**config.mk**
```make
export PLATFORM = sky130hd
export DESIGN_NAME = alu_pipe_top
export DESIGN_NICKNAME = d
export VERILOG_FILES = /design/src/source/alu_pkg.sv /design/src/source/fifo_2d_fwft.sv /design/src/source/alu_issue.sv /design/src/source/alu_exec.sv /design/src/source/alu_pipe_top.sv
export VERILOG_INCLUDE_DIRS = /design/src /design/src/source
export SDC_FILE = /design/constraint.sdc
export NUM_CORES = 2
export LEC_CHECK = 0
export ABC_AREA = 1
export BUFFER_PORTS_ARGS = -buffer_cell sky130_fd_sc_hd__buf_4
export CELL_PAD_IN_SITES_DETAIL_PLACEMENT = 1
export CELL_PAD_IN_SITES_GLOBAL_PLACEMENT = 2
export CORE_UTILIZATION = 36
export CTS_CLUSTER_SIZE = 16
export DETAILED_ROUTE_END_ITERATION = 12
export MAX_ROUTING_LAYER = met4
export PLACE_DENSITY_LB_ADDON = 0.1
export RECOVER_POWER = 25
export SYNTH_ARGS = -nofsm -noshare
export SYNTH_HDL_FRONTEND = slang
export SYNTH_HIERARCHICAL = 1
export SYNTH_SLANG_ARGS = --single-unit
```
**constraint.sdc**
```tcl
create_clock -name clk -period 10.4 [get_ports clk]
set_input_delay 0 -clock clk [delete_from_list [all_inputs] [get_ports clk]]
set_output_delay 0 -clock clk [all_outputs]
set_load 0.02 [all_outputs]
```
**src/source/alu_macros.svh**
```systemverilog
`ifndef ALU_MACROS_SVH
`define ALU_MACROS_SVH

// Width of an integer register and of every result word
`define ALU_XLEN 64

// Tag that travels with each command and comes back with its result
`define ALU_TAG_W 8

// I-type immediate as it sits in the instruction
`define ALU_IMM_W 12

// Shift amount for full width shifts, then for the 32-bit W forms
`define ALU_SHAMT_W 6
`define ALU_SHAMTW_W 5

`endif

```
**src/source/alu_pkg.sv**
```systemverilog
`default_nettype none

`include "alu_macros.svh"

package alu_pkg;

    // Plain vector types for the widths used across the datapath
    typedef logic [`ALU_XLEN-1:0] xlen_t;
    typedef logic [`ALU_TAG_W-1:0] tag_t;
    typedef logic signed [`ALU_IMM_W-1:0] imm_t;
    typedef logic [2:0] funct3_t;
    typedef logic [`ALU_SHAMT_W-1:0] shamt_t;
    typedef logic [`ALU_SHAMTW_W-1:0] shamtw_t;
    // A W-form operand is exactly as wide as its shift amount can reach
    typedef logic [(1 << `ALU_SHAMTW_W)-1:0] word_t;

    // RISC-V OP/OP-IMM function codes
    localparam funct3_t F3_ADD  = 3'b000;
    localparam funct3_t F3_SLL  = 3'b001;
    localparam funct3_t F3_SLT  = 3'b010;
    localparam funct3_t F3_SLTU = 3'b011;
    localparam funct3_t F3_XOR  = 3'b100;
    localparam funct3_t F3_SR   = 3'b101;
    localparam funct3_t F3_OR   = 3'b110;
    localparam funct3_t F3_AND  = 3'b111;

    // Operation after decode, one value per ALU function
    typedef enum logic [3:0] {
        ADD, SUB, SLL, SLT, SLTU, XOR, SRL, SRA, OR, AND
    } alu_op_e;

    // Command as it arrives from the issue side
    typedef struct packed {
        tag_t    tag;
        funct3_t funct3;
        logic    alt;
        logic    word;
        logic    use_imm;
        xlen_t   rs1;
        xlen_t   rs2;
        imm_t    imm;
    } alu_cmd_t;

    // Command after operand select and decode
    typedef struct packed {
        tag_t    tag;
        alu_op_e op;
        logic    word;
        xlen_t   opa;
        xlen_t   opb;
    } alu_issued_t;

    typedef struct packed {
        tag_t  tag;
        xlen_t value;
    } alu_result_t;

endpackage

`default_nettype wire

```
**src/source/fifo_2d_fwft.sv**
```systemverilog
`timescale 1ns/1ps
`default_nettype none

module fifo_2d_fwft #(
    parameter int WIDTH = 64
) (
    input  wire              clk,
    input  wire              rst,
    input  wire  [WIDTH-1:0] a_data,
    input  wire              a_valid,
    output logic             a_ready,
    output logic [WIDTH-1:0] b_data,
    output logic             b_valid,
    input  wire              b_ready
);

    // Top always holds the oldest entry, bottom the one behind it
    logic [WIDTH-1:0] fifo_top;
    logic [WIDTH-1:0] fifo_bottom;
    logic fifo_empty;
    logic fifo_full;
    logic push;
    logic pop;

    assign push = a_valid && a_ready;
    assign pop = b_valid && b_ready;

    // Occupancy flags, empty and full are never set together
    always_ff @(posedge clk) begin
        if (rst) begin
            fifo_empty <= 1'b1;
            fifo_full <= 1'b0;
        end else if (push && !pop) begin
            // One more entry, cannot happen while full since a_ready is low
            if (fifo_empty)
                fifo_empty <= 1'b0;
            else
                fifo_full <= 1'b1;
        end else if (pop && !push) begin
            // One entry leaves, when empty a pop always comes with a push
            if (fifo_full)
                fifo_full <= 1'b0;
            else
                fifo_empty <= 1'b1;
        end
    end

    always_ff @(posedge clk) begin
        if (fifo_full) begin
            // Bottom moves up, and a new item can take its place at once
            if (pop) begin
                fifo_top <= fifo_bottom;
                if (push)
                    fifo_bottom <= a_data;
            end
        end else if (push) begin
            // With one entry popping, or when empty, new data lands in top
            // Empty with push and pop is a pass-through, top stays unused
            if (fifo_empty || pop)
                fifo_top <= a_data;
            else
                fifo_bottom <= a_data;
        end
    end

    // Input falls straight through when nothing is buffered
    assign b_valid = !fifo_empty || a_valid;
    assign b_data = fifo_empty ? a_data : fifo_top;

    // Full buffer still accepts when the consumer frees a slot this cycle
    assign a_ready = b_ready || !fifo_full;

endmodule

`default_nettype wire

```
**src/source/alu_issue.sv**
```systemverilog
`timescale 1ns/1ps
`default_nettype none

`include "alu_macros.svh"

module alu_issue import alu_pkg::*; (
    input  wire         clk,
    input  wire         rst,
    input  wire         alu_cmd_t cmd,
    input  wire         cmd_valid,
    output logic        cmd_ready,
    output alu_issued_t iss,
    output logic        iss_valid,
    input  wire         iss_ready
);

    // Bits added on top of the immediate to reach full width
    localparam int EXT_W = `ALU_XLEN - `ALU_IMM_W;

    alu_op_e dec_op;
    xlen_t imm_ext;
    xlen_t opb_sel;
    logic take;

    // Stage is free when empty or when exec takes the current item
    assign cmd_ready = !iss_valid || iss_ready;
    assign take = cmd_valid && cmd_ready;

    // Decode funct3 and alt into one operation
    always_comb begin
        case (cmd.funct3)
            F3_ADD: begin
                // addi has no subtract form, so alt only counts with rs2
                dec_op = (cmd.alt && !cmd.use_imm) ? SUB : ADD;
            end
            F3_SLL:  dec_op = SLL;
            F3_SLT:  dec_op = SLT;
            F3_SLTU: dec_op = SLTU;
            F3_XOR:  dec_op = XOR;
            F3_SR: begin
                // srai/sraw carry alt the same way as sra
                dec_op = cmd.alt ? SRA : SRL;
            end
            F3_OR:   dec_op = OR;
            F3_AND:  dec_op = AND;
            default: dec_op = ADD;
        endcase
    end

    // Immediate is signed in every form
    assign imm_ext = {{EXT_W{cmd.imm[`ALU_IMM_W-1]}}, cmd.imm};
    assign opb_sel = cmd.use_imm ? imm_ext : cmd.rs2;

    always_ff @(posedge clk) begin
        if (rst) begin
            iss_valid <= 1'b0;
        end else if (take) begin
            iss_valid <= 1'b1;
        end else if (iss_ready) begin
            // Item left for exec and nothing replaced it
            iss_valid <= 1'b0;
        end
    end

    // Payload only loads on a transfer so it holds steady while stalled
    always_ff @(posedge clk) begin
        if (take) begin
            iss.tag <= cmd.tag;
            iss.op <= dec_op;
            iss.word <= cmd.word;
            iss.opa <= cmd.rs1;
            iss.opb <= opb_sel;
        end
    end

endmodule

`default_nettype wire

```
**src/source/alu_exec.sv**
```systemverilog
`timescale 1ns/1ps
`default_nettype none

`include "alu_macros.svh"

module alu_exec import alu_pkg::*; (
    input  wire         clk,
    input  wire         rst,
    input  wire         alu_issued_t iss,
    input  wire         iss_valid,
    output logic        iss_ready,
    output alu_result_t res,
    output logic        res_valid,
    input  wire         res_ready
);

    localparam int WORD_W = $bits(word_t);

    // Full width operands and shift amount
    xlen_t a64;
    xlen_t b64;
    shamt_t sh64;
    xlen_t r64;

    // W-form operands, only the low half of each register
    word_t a32;
    word_t b32;
    shamtw_t sh32;
    word_t r32;

    xlen_t value;
    logic take;

    assign iss_ready = !res_valid || res_ready;
    assign take = iss_valid && iss_ready;

    assign a64 = iss.opa;
    assign b64 = iss.opb;
    assign sh64 = b64[`ALU_SHAMT_W-1:0];

    assign a32 = iss.opa[WORD_W-1:0];
    assign b32 = iss.opb[WORD_W-1:0];
    assign sh32 = b32[`ALU_SHAMTW_W-1:0];

    // 64-bit datapath
    always_comb begin
        r64 = '0;
        case (iss.op)
            ADD:  r64 = a64 + b64;
            SUB:  r64 = a64 - b64;
            SLL:  r64 = a64 << sh64;
            SLT:  r64[0] = $signed(a64) < $signed(b64);
            SLTU: r64[0] = a64 < b64;
            XOR:  r64 = a64 ^ b64;
            SRL:  r64 = a64 >> sh64;
            // Arithmetic shift fills from bit 63
            SRA:  r64 = $signed(a64) >>> sh64;
            OR:   r64 = a64 | b64;
            AND:  r64 = a64 & b64;
            default: r64 = a64 + b64;
        endcase
    end

    // 32-bit datapath for W commands, compares are done on 32 bits too
    always_comb begin
        r32 = '0;
        case (iss.op)
            ADD:  r32 = a32 + b32;
            SUB:  r32 = a32 - b32;
            SLL:  r32 = a32 << sh32;
            SLT:  r32[0] = $signed(a32) < $signed(b32);
            SLTU: r32[0] = a32 < b32;
            XOR:  r32 = a32 ^ b32;
            SRL:  r32 = a32 >> sh32;
            // Sign comes from bit 31 here, not from the upper half
            SRA:  r32 = $signed(a32) >>> sh32;
            OR:   r32 = a32 | b32;
            AND:  r32 = a32 & b32;
            default: r32 = a32 + b32;
        endcase
    end

    // W results are sign-extended to the full register width
    assign value = iss.word ? {{(`ALU_XLEN-WORD_W){r32[WORD_W-1]}}, r32} : r64;

    always_ff @(posedge clk) begin
        if (rst) begin
            res_valid <= 1'b0;
        end else if (take) begin
            res_valid <= 1'b1;
        end else if (res_ready) begin
            res_valid <= 1'b0;
        end
    end

    // Result and tag are captured together on each transfer
    always_ff @(posedge clk) begin
        if (take) begin
            res.tag <= iss.tag;
            res.value <= value;
        end
    end

endmodule

`default_nettype wire

```
**src/source/alu_pipe_top.sv**
```systemverilog
`timescale 1ns/1ps
`default_nettype none

module alu_pipe_top import alu_pkg::*; (
    input  wire         clk,
    input  wire         rst,
    input  wire         alu_cmd_t in_cmd,
    input  wire         in_valid,
    output logic        in_ready,
    output alu_result_t out_res,
    output logic        out_valid,
    input  wire         out_ready
);

    // Input buffer to issue
    alu_cmd_t cmd;
    logic cmd_valid;
    logic cmd_ready;

    // Issue to execute
    alu_issued_t iss;
    logic iss_valid;
    logic iss_ready;

    // Execute to output buffer
    alu_result_t res;
    logic res_valid;
    logic res_ready;

    // Absorbs stalls from issue so the upstream sees ready for longer
    fifo_2d_fwft #(
        .WIDTH($bits(alu_cmd_t))
    ) in_fifo (
        .clk(clk),
        .rst(rst),
        .a_data(in_cmd),
        .a_valid(in_valid),
        .a_ready(in_ready),
        .b_data(cmd),
        .b_valid(cmd_valid),
        .b_ready(cmd_ready)
    );

    alu_issue u_issue (
        .clk(clk),
        .rst(rst),
        .cmd(cmd),
        .cmd_valid(cmd_valid),
        .cmd_ready(cmd_ready),
        .iss(iss),
        .iss_valid(iss_valid),
        .iss_ready(iss_ready)
    );

    alu_exec u_exec (
        .clk(clk),
        .rst(rst),
        .iss(iss),
        .iss_valid(iss_valid),
        .iss_ready(iss_ready),
        .res(res),
        .res_valid(res_valid),
        .res_ready(res_ready)
    );

    // Keeps the execute register moving while the consumer stalls
    fifo_2d_fwft #(
        .WIDTH($bits(alu_result_t))
    ) out_fifo (
        .clk(clk),
        .rst(rst),
        .a_data(res),
        .a_valid(res_valid),
        .a_ready(res_ready),
        .b_data(out_res),
        .b_valid(out_valid),
        .b_ready(out_ready)
    );

endmodule

`default_nettype wire

```
==> Word-level counts from Yosys, hierarchy flattened <==
Index checks and enable logic that the tools add are counted.
{ "totals": {"ram_bits": 0, "rom_bits": 0, "ff_bits": 671, "memories": 0, "latch_bits": 0, "input_bits": 158, "out_inout_bits": 74} }
{ "op_classes": {"order_cmp": 4, "n_div": 0, "n_eq_ne": 24, "n_mul": 0, "bitwise_logic": 6, "addsub": 4, "shift": 6, "n_reduce_logical": 47, "mux": 45} }
{ "ops": {"columns": ["operator", "count"], "rows": [
  ["$mux 154", 10],
  ["$mux 72", 10],
  ["$pmux 63 s8", 1],
  ["$pmux 31 s8", 1],
  ["$lt 64x64->1", 2],
  ["$mux 64", 2],
  ["$add 64x64->64", 1],
  ["$and 64x64->64", 1],
  ["$lt 32x32->1", 2],
  ["$or 64x64->64", 1],
  ["$shl 64x6->64", 1],
  ["$shr 64x6->64", 1],
  ["$sshr 64x6->64", 1],
  ["$sub 64x64->64", 1],
  ["$xor 64x64->64", 1],
  ["$add 32x32->32", 1],
  ["$and 32x32->32", 1],
  ["$or 32x32->32", 1],
  ["$pmux 4 s8", 1],
  ["$shl 32x5->32", 1],
  ["$shr 32x5->32", 1],
  ["$sshr 32x5->32", 1],
  ["$sub 32x32->32", 1],
  ["$xor 32x32->32", 1],
  ["19 further kinds", 91]
]} }

==> Depth between registers and ports, before layout <==
{ "logic_depth": {"depth_word": 10, "ltp_mapped": 25} }

==> Cells and area by module <==
The synthesis kept the hierarchy.
{ "by_module_without_submodules": {"columns": ["mod", "cells_per_inst", "n_inst", "area_per_inst_um2", "seq_area_each_um2"], "rows": [
  ["alu_exec", 5360, 1, 27030.9, 2182.1],
  ["fifo_2d_fwft (in_fifo)", 1321, 1, 13307.8, 9288.9],
  ["fifo_2d_fwft (out_fifo)", 629, 1, 6358.6, 4364.2],
  ["alu_issue", 320, 1, 4944.7, 4254.1]
]} }

==> Least setup slack after synthesis <==
Ideal clock, no wire load.
{ "synth_path": {"path_type": "reg-to-reg", "start": "register out_fifo.fifo_full", "end": "register in_fifo.fifo_bottom[0] (enable)", "period_less_slack_ns": 8.599, "t_arrival_ns": 7.928, "path_slack_ns": 1.801, "path_stages_with_launch": 15, "n_path_buf": 2, "path_cell_list": "dfxtp_1 -> buf_4 -> buf_6 -> nand2_2 -> inv_1 -> nand2_1 -> inv_1 -> nand2_1 -> inv_1 -> nand2_1 -> nand2_1 -> ha_1 -> inv_1 -> nand2_1 -> nor2_1"} }
{ "synth_between": {"elab_cells_between_ends": 11, "cone_classes": "eq/ne: 2; reduce/logical: 9"} }
{ "synth_rtl": {"columns": ["element", "line_no", "rtl"], "rows": [
  ["start, declared", "fifo_2d_fwft.sv:21", "logic fifo_full;"],
  ["start signal, assigned", "fifo_2d_fwft.sv:32", "fifo_full <= 1'b0;"],
  ["start signal, assigned", "fifo_2d_fwft.sv:38", "fifo_full <= 1'b1;"],
  ["start signal, assigned", "fifo_2d_fwft.sv:42", "fifo_full <= 1'b0;"],
  ["$logic_not 1->1", "fifo_2d_fwft.sv:71", "assign a_ready = b_ready || !fifo_full;"],
  ["$logic_or 1x1->1", "fifo_2d_fwft.sv:71", null],
  ["named net res_ready", "alu_pipe_top.sv:28", "logic res_ready;"],
  ["$logic_or 1x1->1", "alu_exec.sv:34", "assign iss_ready = !res_valid || res_ready;"],
  ["named net iss_ready", "alu_pipe_top.sv:23", "logic iss_ready;"],
  ["$logic_or 1x1->1", "alu_issue.sv:26", "assign cmd_ready = !iss_valid || iss_ready;"],
  ["named net cmd_ready", "alu_pipe_top.sv:18", "logic cmd_ready;"],
  ["$logic_or 1x1->1", "fifo_2d_fwft.sv:71", null],
  ["named net in_ready", "alu_pipe_top.sv:9", "output logic in_ready,"],
  ["$logic_and 1x1->1", "fifo_2d_fwft.sv:25", "assign push = a_valid && a_ready;"],
  ["$reduce_and 3->1 (no source line)", null, null],
  ["end signal, assigned", "fifo_2d_fwft.sv:54", "fifo_bottom <= a_data;"],
  ["end signal, assigned", "fifo_2d_fwft.sv:62", "fifo_bottom <= a_data;"],
  ["end, declared", "fifo_2d_fwft.sv:19", "logic [WIDTH-1:0] fifo_bottom;"]
]} }
The timed path passes the listed nets, and every way through them passes these cells.
A chain may end at the register's enable or synchronous reset.

==> Worst setup path after layout <==
{ "layout_path": {"start": "register in_fifo.fifo_full", "end": "register in_fifo.fifo_bottom[32] (enable)"} }
{ "layout_between": {"elab_chain_len": 4, "elab_cells_between_ends": 6, "cone_classes": "eq/ne: 2; reduce/logical: 4"} }
{ "layout_lines": {"columns": ["element", "line_no"], "rows": [
  ["start, declared", "fifo_2d_fwft.sv:21"],
  ["start signal, assigned", "fifo_2d_fwft.sv:32"],
  ["start signal, assigned", "fifo_2d_fwft.sv:38"],
  ["start signal, assigned", "fifo_2d_fwft.sv:42"],
  ["$logic_not 1->1", "fifo_2d_fwft.sv:71"],
  ["$logic_or 1x1->1", "fifo_2d_fwft.sv:71"],
  ["$logic_and 1x1->1", "fifo_2d_fwft.sv:25"],
  ["$reduce_and 3->1 (no source line) (*)", null]
]} }
Every way passes the cells marked *; elsewhere a longest branch is shown, timed or not.

==> key figures <==
Status
  – Status: complete, but fails checks
  – Violated checks: capacitance limit, slew limit

STA
  – Skew final: 0.08666 ns
  – Endpoints failing setup: 0
  – F_max: around 140 MHz
  – Rel. slew slack: -163.8%
  – RSZ-0062 raised after global routing: no
  – Min Hold Slack: about 0.084 ns
  – Worst slew pin tran: between 3 and 4 ns
  – Final hold viol count: 0
  – Fin crit period: 6.954 ns
  – Max-slew violation count: about 220
  – TNS Setup: 0 ns
  – Final Cycle Share: 66.86%

Routing
  – 1st-iter DRT viols: ~6800
  – Remaining DRCs: 0
  – DR vias/cell: 5.803
  – Post-DRT Antenna Nets: 0
  – TritonRoute pass-1 iters: 5
  – Post-Route WL: 313500 microns
  – Vias: around 57000
  – Avg WL per Cell: around 32 microns

Job
  – Max-cap check violation count: 5

Setup path
  – Cell mode on critical path: buf_4
  – Max Fanout on Critical Path: 65
  – Setup crit end kind: register
  – Critical path class: register to register
  – Critical path arrival: 7.35 ns
  – Reg2Reg Depth: 6
  – Type of origin of the critical path: register
  – Worst endpoint required time: 10.79 ns
  – Critical Path, Cell by Cell: clkinvlp_2, o21ai_0, nand2_1, nor2_4, buf_4, buf_4
  – Worst path max stage delay: around 2.7 ns
  – Slowest CP cell: clkinvlp_2

Clock tree
  – CTS tree: yes
  – Clock root cell: clkbuf_16
  – Hold buffers post-CTS: roughly 250
  – Post-CTS Repair Setup Buffers: 0
  – Clock buffer depth: 3
  – Num CTS Buffers: 80
  – Worst-path clk slew: 0.06 ns
  – H-tree levels: 3
  – Clock Sink Count: roughly 670
  – Worst skew pair latency: 0.77 ns
  – Post-CTS Resized: 0

Synth
  – Top post-synthesis cells by count: 3309 x nand2_1, 1098 x nand3_1, 772 x inv_1
  – Register area share after synthesis: between 30 and 40%
  – Synth top area cells: edfxtp_1 39%, nand2_1 24%, nand3_1 11%, inv_1 5.6%, ha_1 4.8%
  – Syn_nets: 7987
  – Post-synthesis async set-or-reset flop share: 0%
  – Cells after Synth: 7630
  – Top FF cell, synth: edfxtp_1
  – Post-synthesis cell type count: 51
  – Count leader, synth: nand2_1
  – Synthesized area: ~0.052 sq mm
  – Syn Area/Cell: 6.768 sq um
  – Yosys warns: 6
  – Top cell type's share of synthesized area: between 30% and 40%
  – Number of flops mapped to enable cells by yosys: between 600 and 700
  – Post-synth top area cell: edfxtp_1
  – Register bit total from synthesis: 671

Die
  – Core ar.: 0.1419 sq mm
  – Row cnt: 138
  – Starting Density: between 30% and 40%
  – Die Wd: around 380 microns
  – DIE HEIGHT: 380.8 microns
  – Total die area: 0.1450 sq mm
  – Total I/O pin count: approximately 230

Power
  – Power per standard cell area: around 210 mW/mm^2
  – Pleak: roughly 0.028 uW
  – Overall power: around 13000 uW
  – Worst vdd ir: ~0.00015 V

Placement
  – IO buf count: around 230
  – Dpl hpwl: between 200000 and 250000 microns
  – DP Cell Count: approximately 9500
  – GPL Wtd Cong: 1.085

Hold path
  – Hold Path Depth: 2
  – HP Class: primary input to register

Final layout
  – Non-Filler Instances: between 9000 and 10000
  – Share of layout cells above drive strength 1: 4.552%
  – Nets: 8290
  – P&R area growth vs syn: 14.52%
  – Fillers: between 15000 and 20000

Global routing
  – First-pass GRT wire length: approximately 430000 microns
  – Vias in the first global route: about 57000
  – Largest net degree at the start of global routing: 146
  – Grt total ovfl: 0
  – Initial antenna violation count: 15
  – Total GRT Usage: 43.45%
-- path summary, 6_finish.rpt --
| check | start | endpoint | slack, ns |
|---|---|---|---|
| setup / recovery | in_fifo/fifo_full | in_fifo/fifo_bottom[32] | 3.45 |
| hold / removal | in_cmd[142] | in_fifo/fifo_bottom[142] | 0.08 |
| setup reg to reg | in_fifo/fifo_full | in_fifo/fifo_bottom[32] | 3.45 |
| hold reg to reg | u_issue/iss[140] | u_exec/res[71] | 0.44 |
-- power breakdown --
group / leakage, uW / switching (uW) / internal [uW] / total [uW]
sequential: 0.00637 / 355 / 3330 / 3690
clock: 0.00124 / 1340 / 1520 / 2850
combinational: 0.0207 / 4680 / 1480 / 6160
-- placed cells by master (no fill, tap or decap), types with 80 or more instances in the layout --
cell type,count
nand3_1,1098
edfxtp_1,665
clkbuf_16,80
inv_1,766
o21ai_0,194
buf_4,173
nand2_1,3308
a21oi_1,256
dlygate4sd3_1,254
nor2_1,371
clkbuf_1,167
ha_1,197
-- per-stage QoR --
stage               worst slack [ns]  util (%)  cell area, sq um
floorplan                      1.801         -             51640
global placement               5.795     38.46             54590
detailed placement             5.809     38.47             54600
CTS                            5.792     42.07             59710
global route                   2.931     41.66             59130
finish                         3.446     41.67             59140
-- registers in the layout, summed over array words and instances (netlist names), 72 cells and up --
name / flops
in_fifo/fifo_top: 154
out_fifo/fifo_bottom: 72
u_exec/res: 72
out_fifo/fifo_top: 72
u_issue/iss: 141
in_fifo/fifo_bottom: 154
-- critical path: cells and delay by family (launching register included) --
family	cells	cell delay, ns
buf+inv	3	3.96
flops	1	1.47
compound gates	1	0.58
simple gates	2	0.42
-- logic make-up (layout without fill, tap and decap cells) --
logic type	after synthesis	in the layout	synth area share (%)
DFF	671	671	38.90
muxes	1	1	0.01938
xor gates and xnor gates	11	11	0.1866
AOI/OAI and AO/OA	607	607	6.546
buffers and inverters	1155	1521	9.582
other	0	14	0
adders and majority gates	199	199	4.851
and+or+nand+nor	4986	4986	39.91
-- layer usage --
| metal | vias up | track usage [%] | part of all wire [%] |
|---|---|---|---|
| li1 | 25330 | - | - |
| met1 | 28620 | 52.84 | 40 |
| met2 | 2854 | 67.34 | 45 |
| met3 | 644 | 7.532 | 7.7 |
| met4 | 0 | 26.06 | 7.3 |
| met5 | - | - | 0 |
-- final cells by class --
type	instances	area, sq um	share of cell area, %
multi-input combinational	5804	26640	45.04
inverter	793	2993	5.061
sequential	671	20090	33.97
clock buffer	96	2062	3.487
clock inverter	49	500.5	0.8463
timing repair buffer	583	4458	7.538
tap	1890	2365	3.999
antenna	14	35.03	0.05924
(Power assumes the default switching activity.)
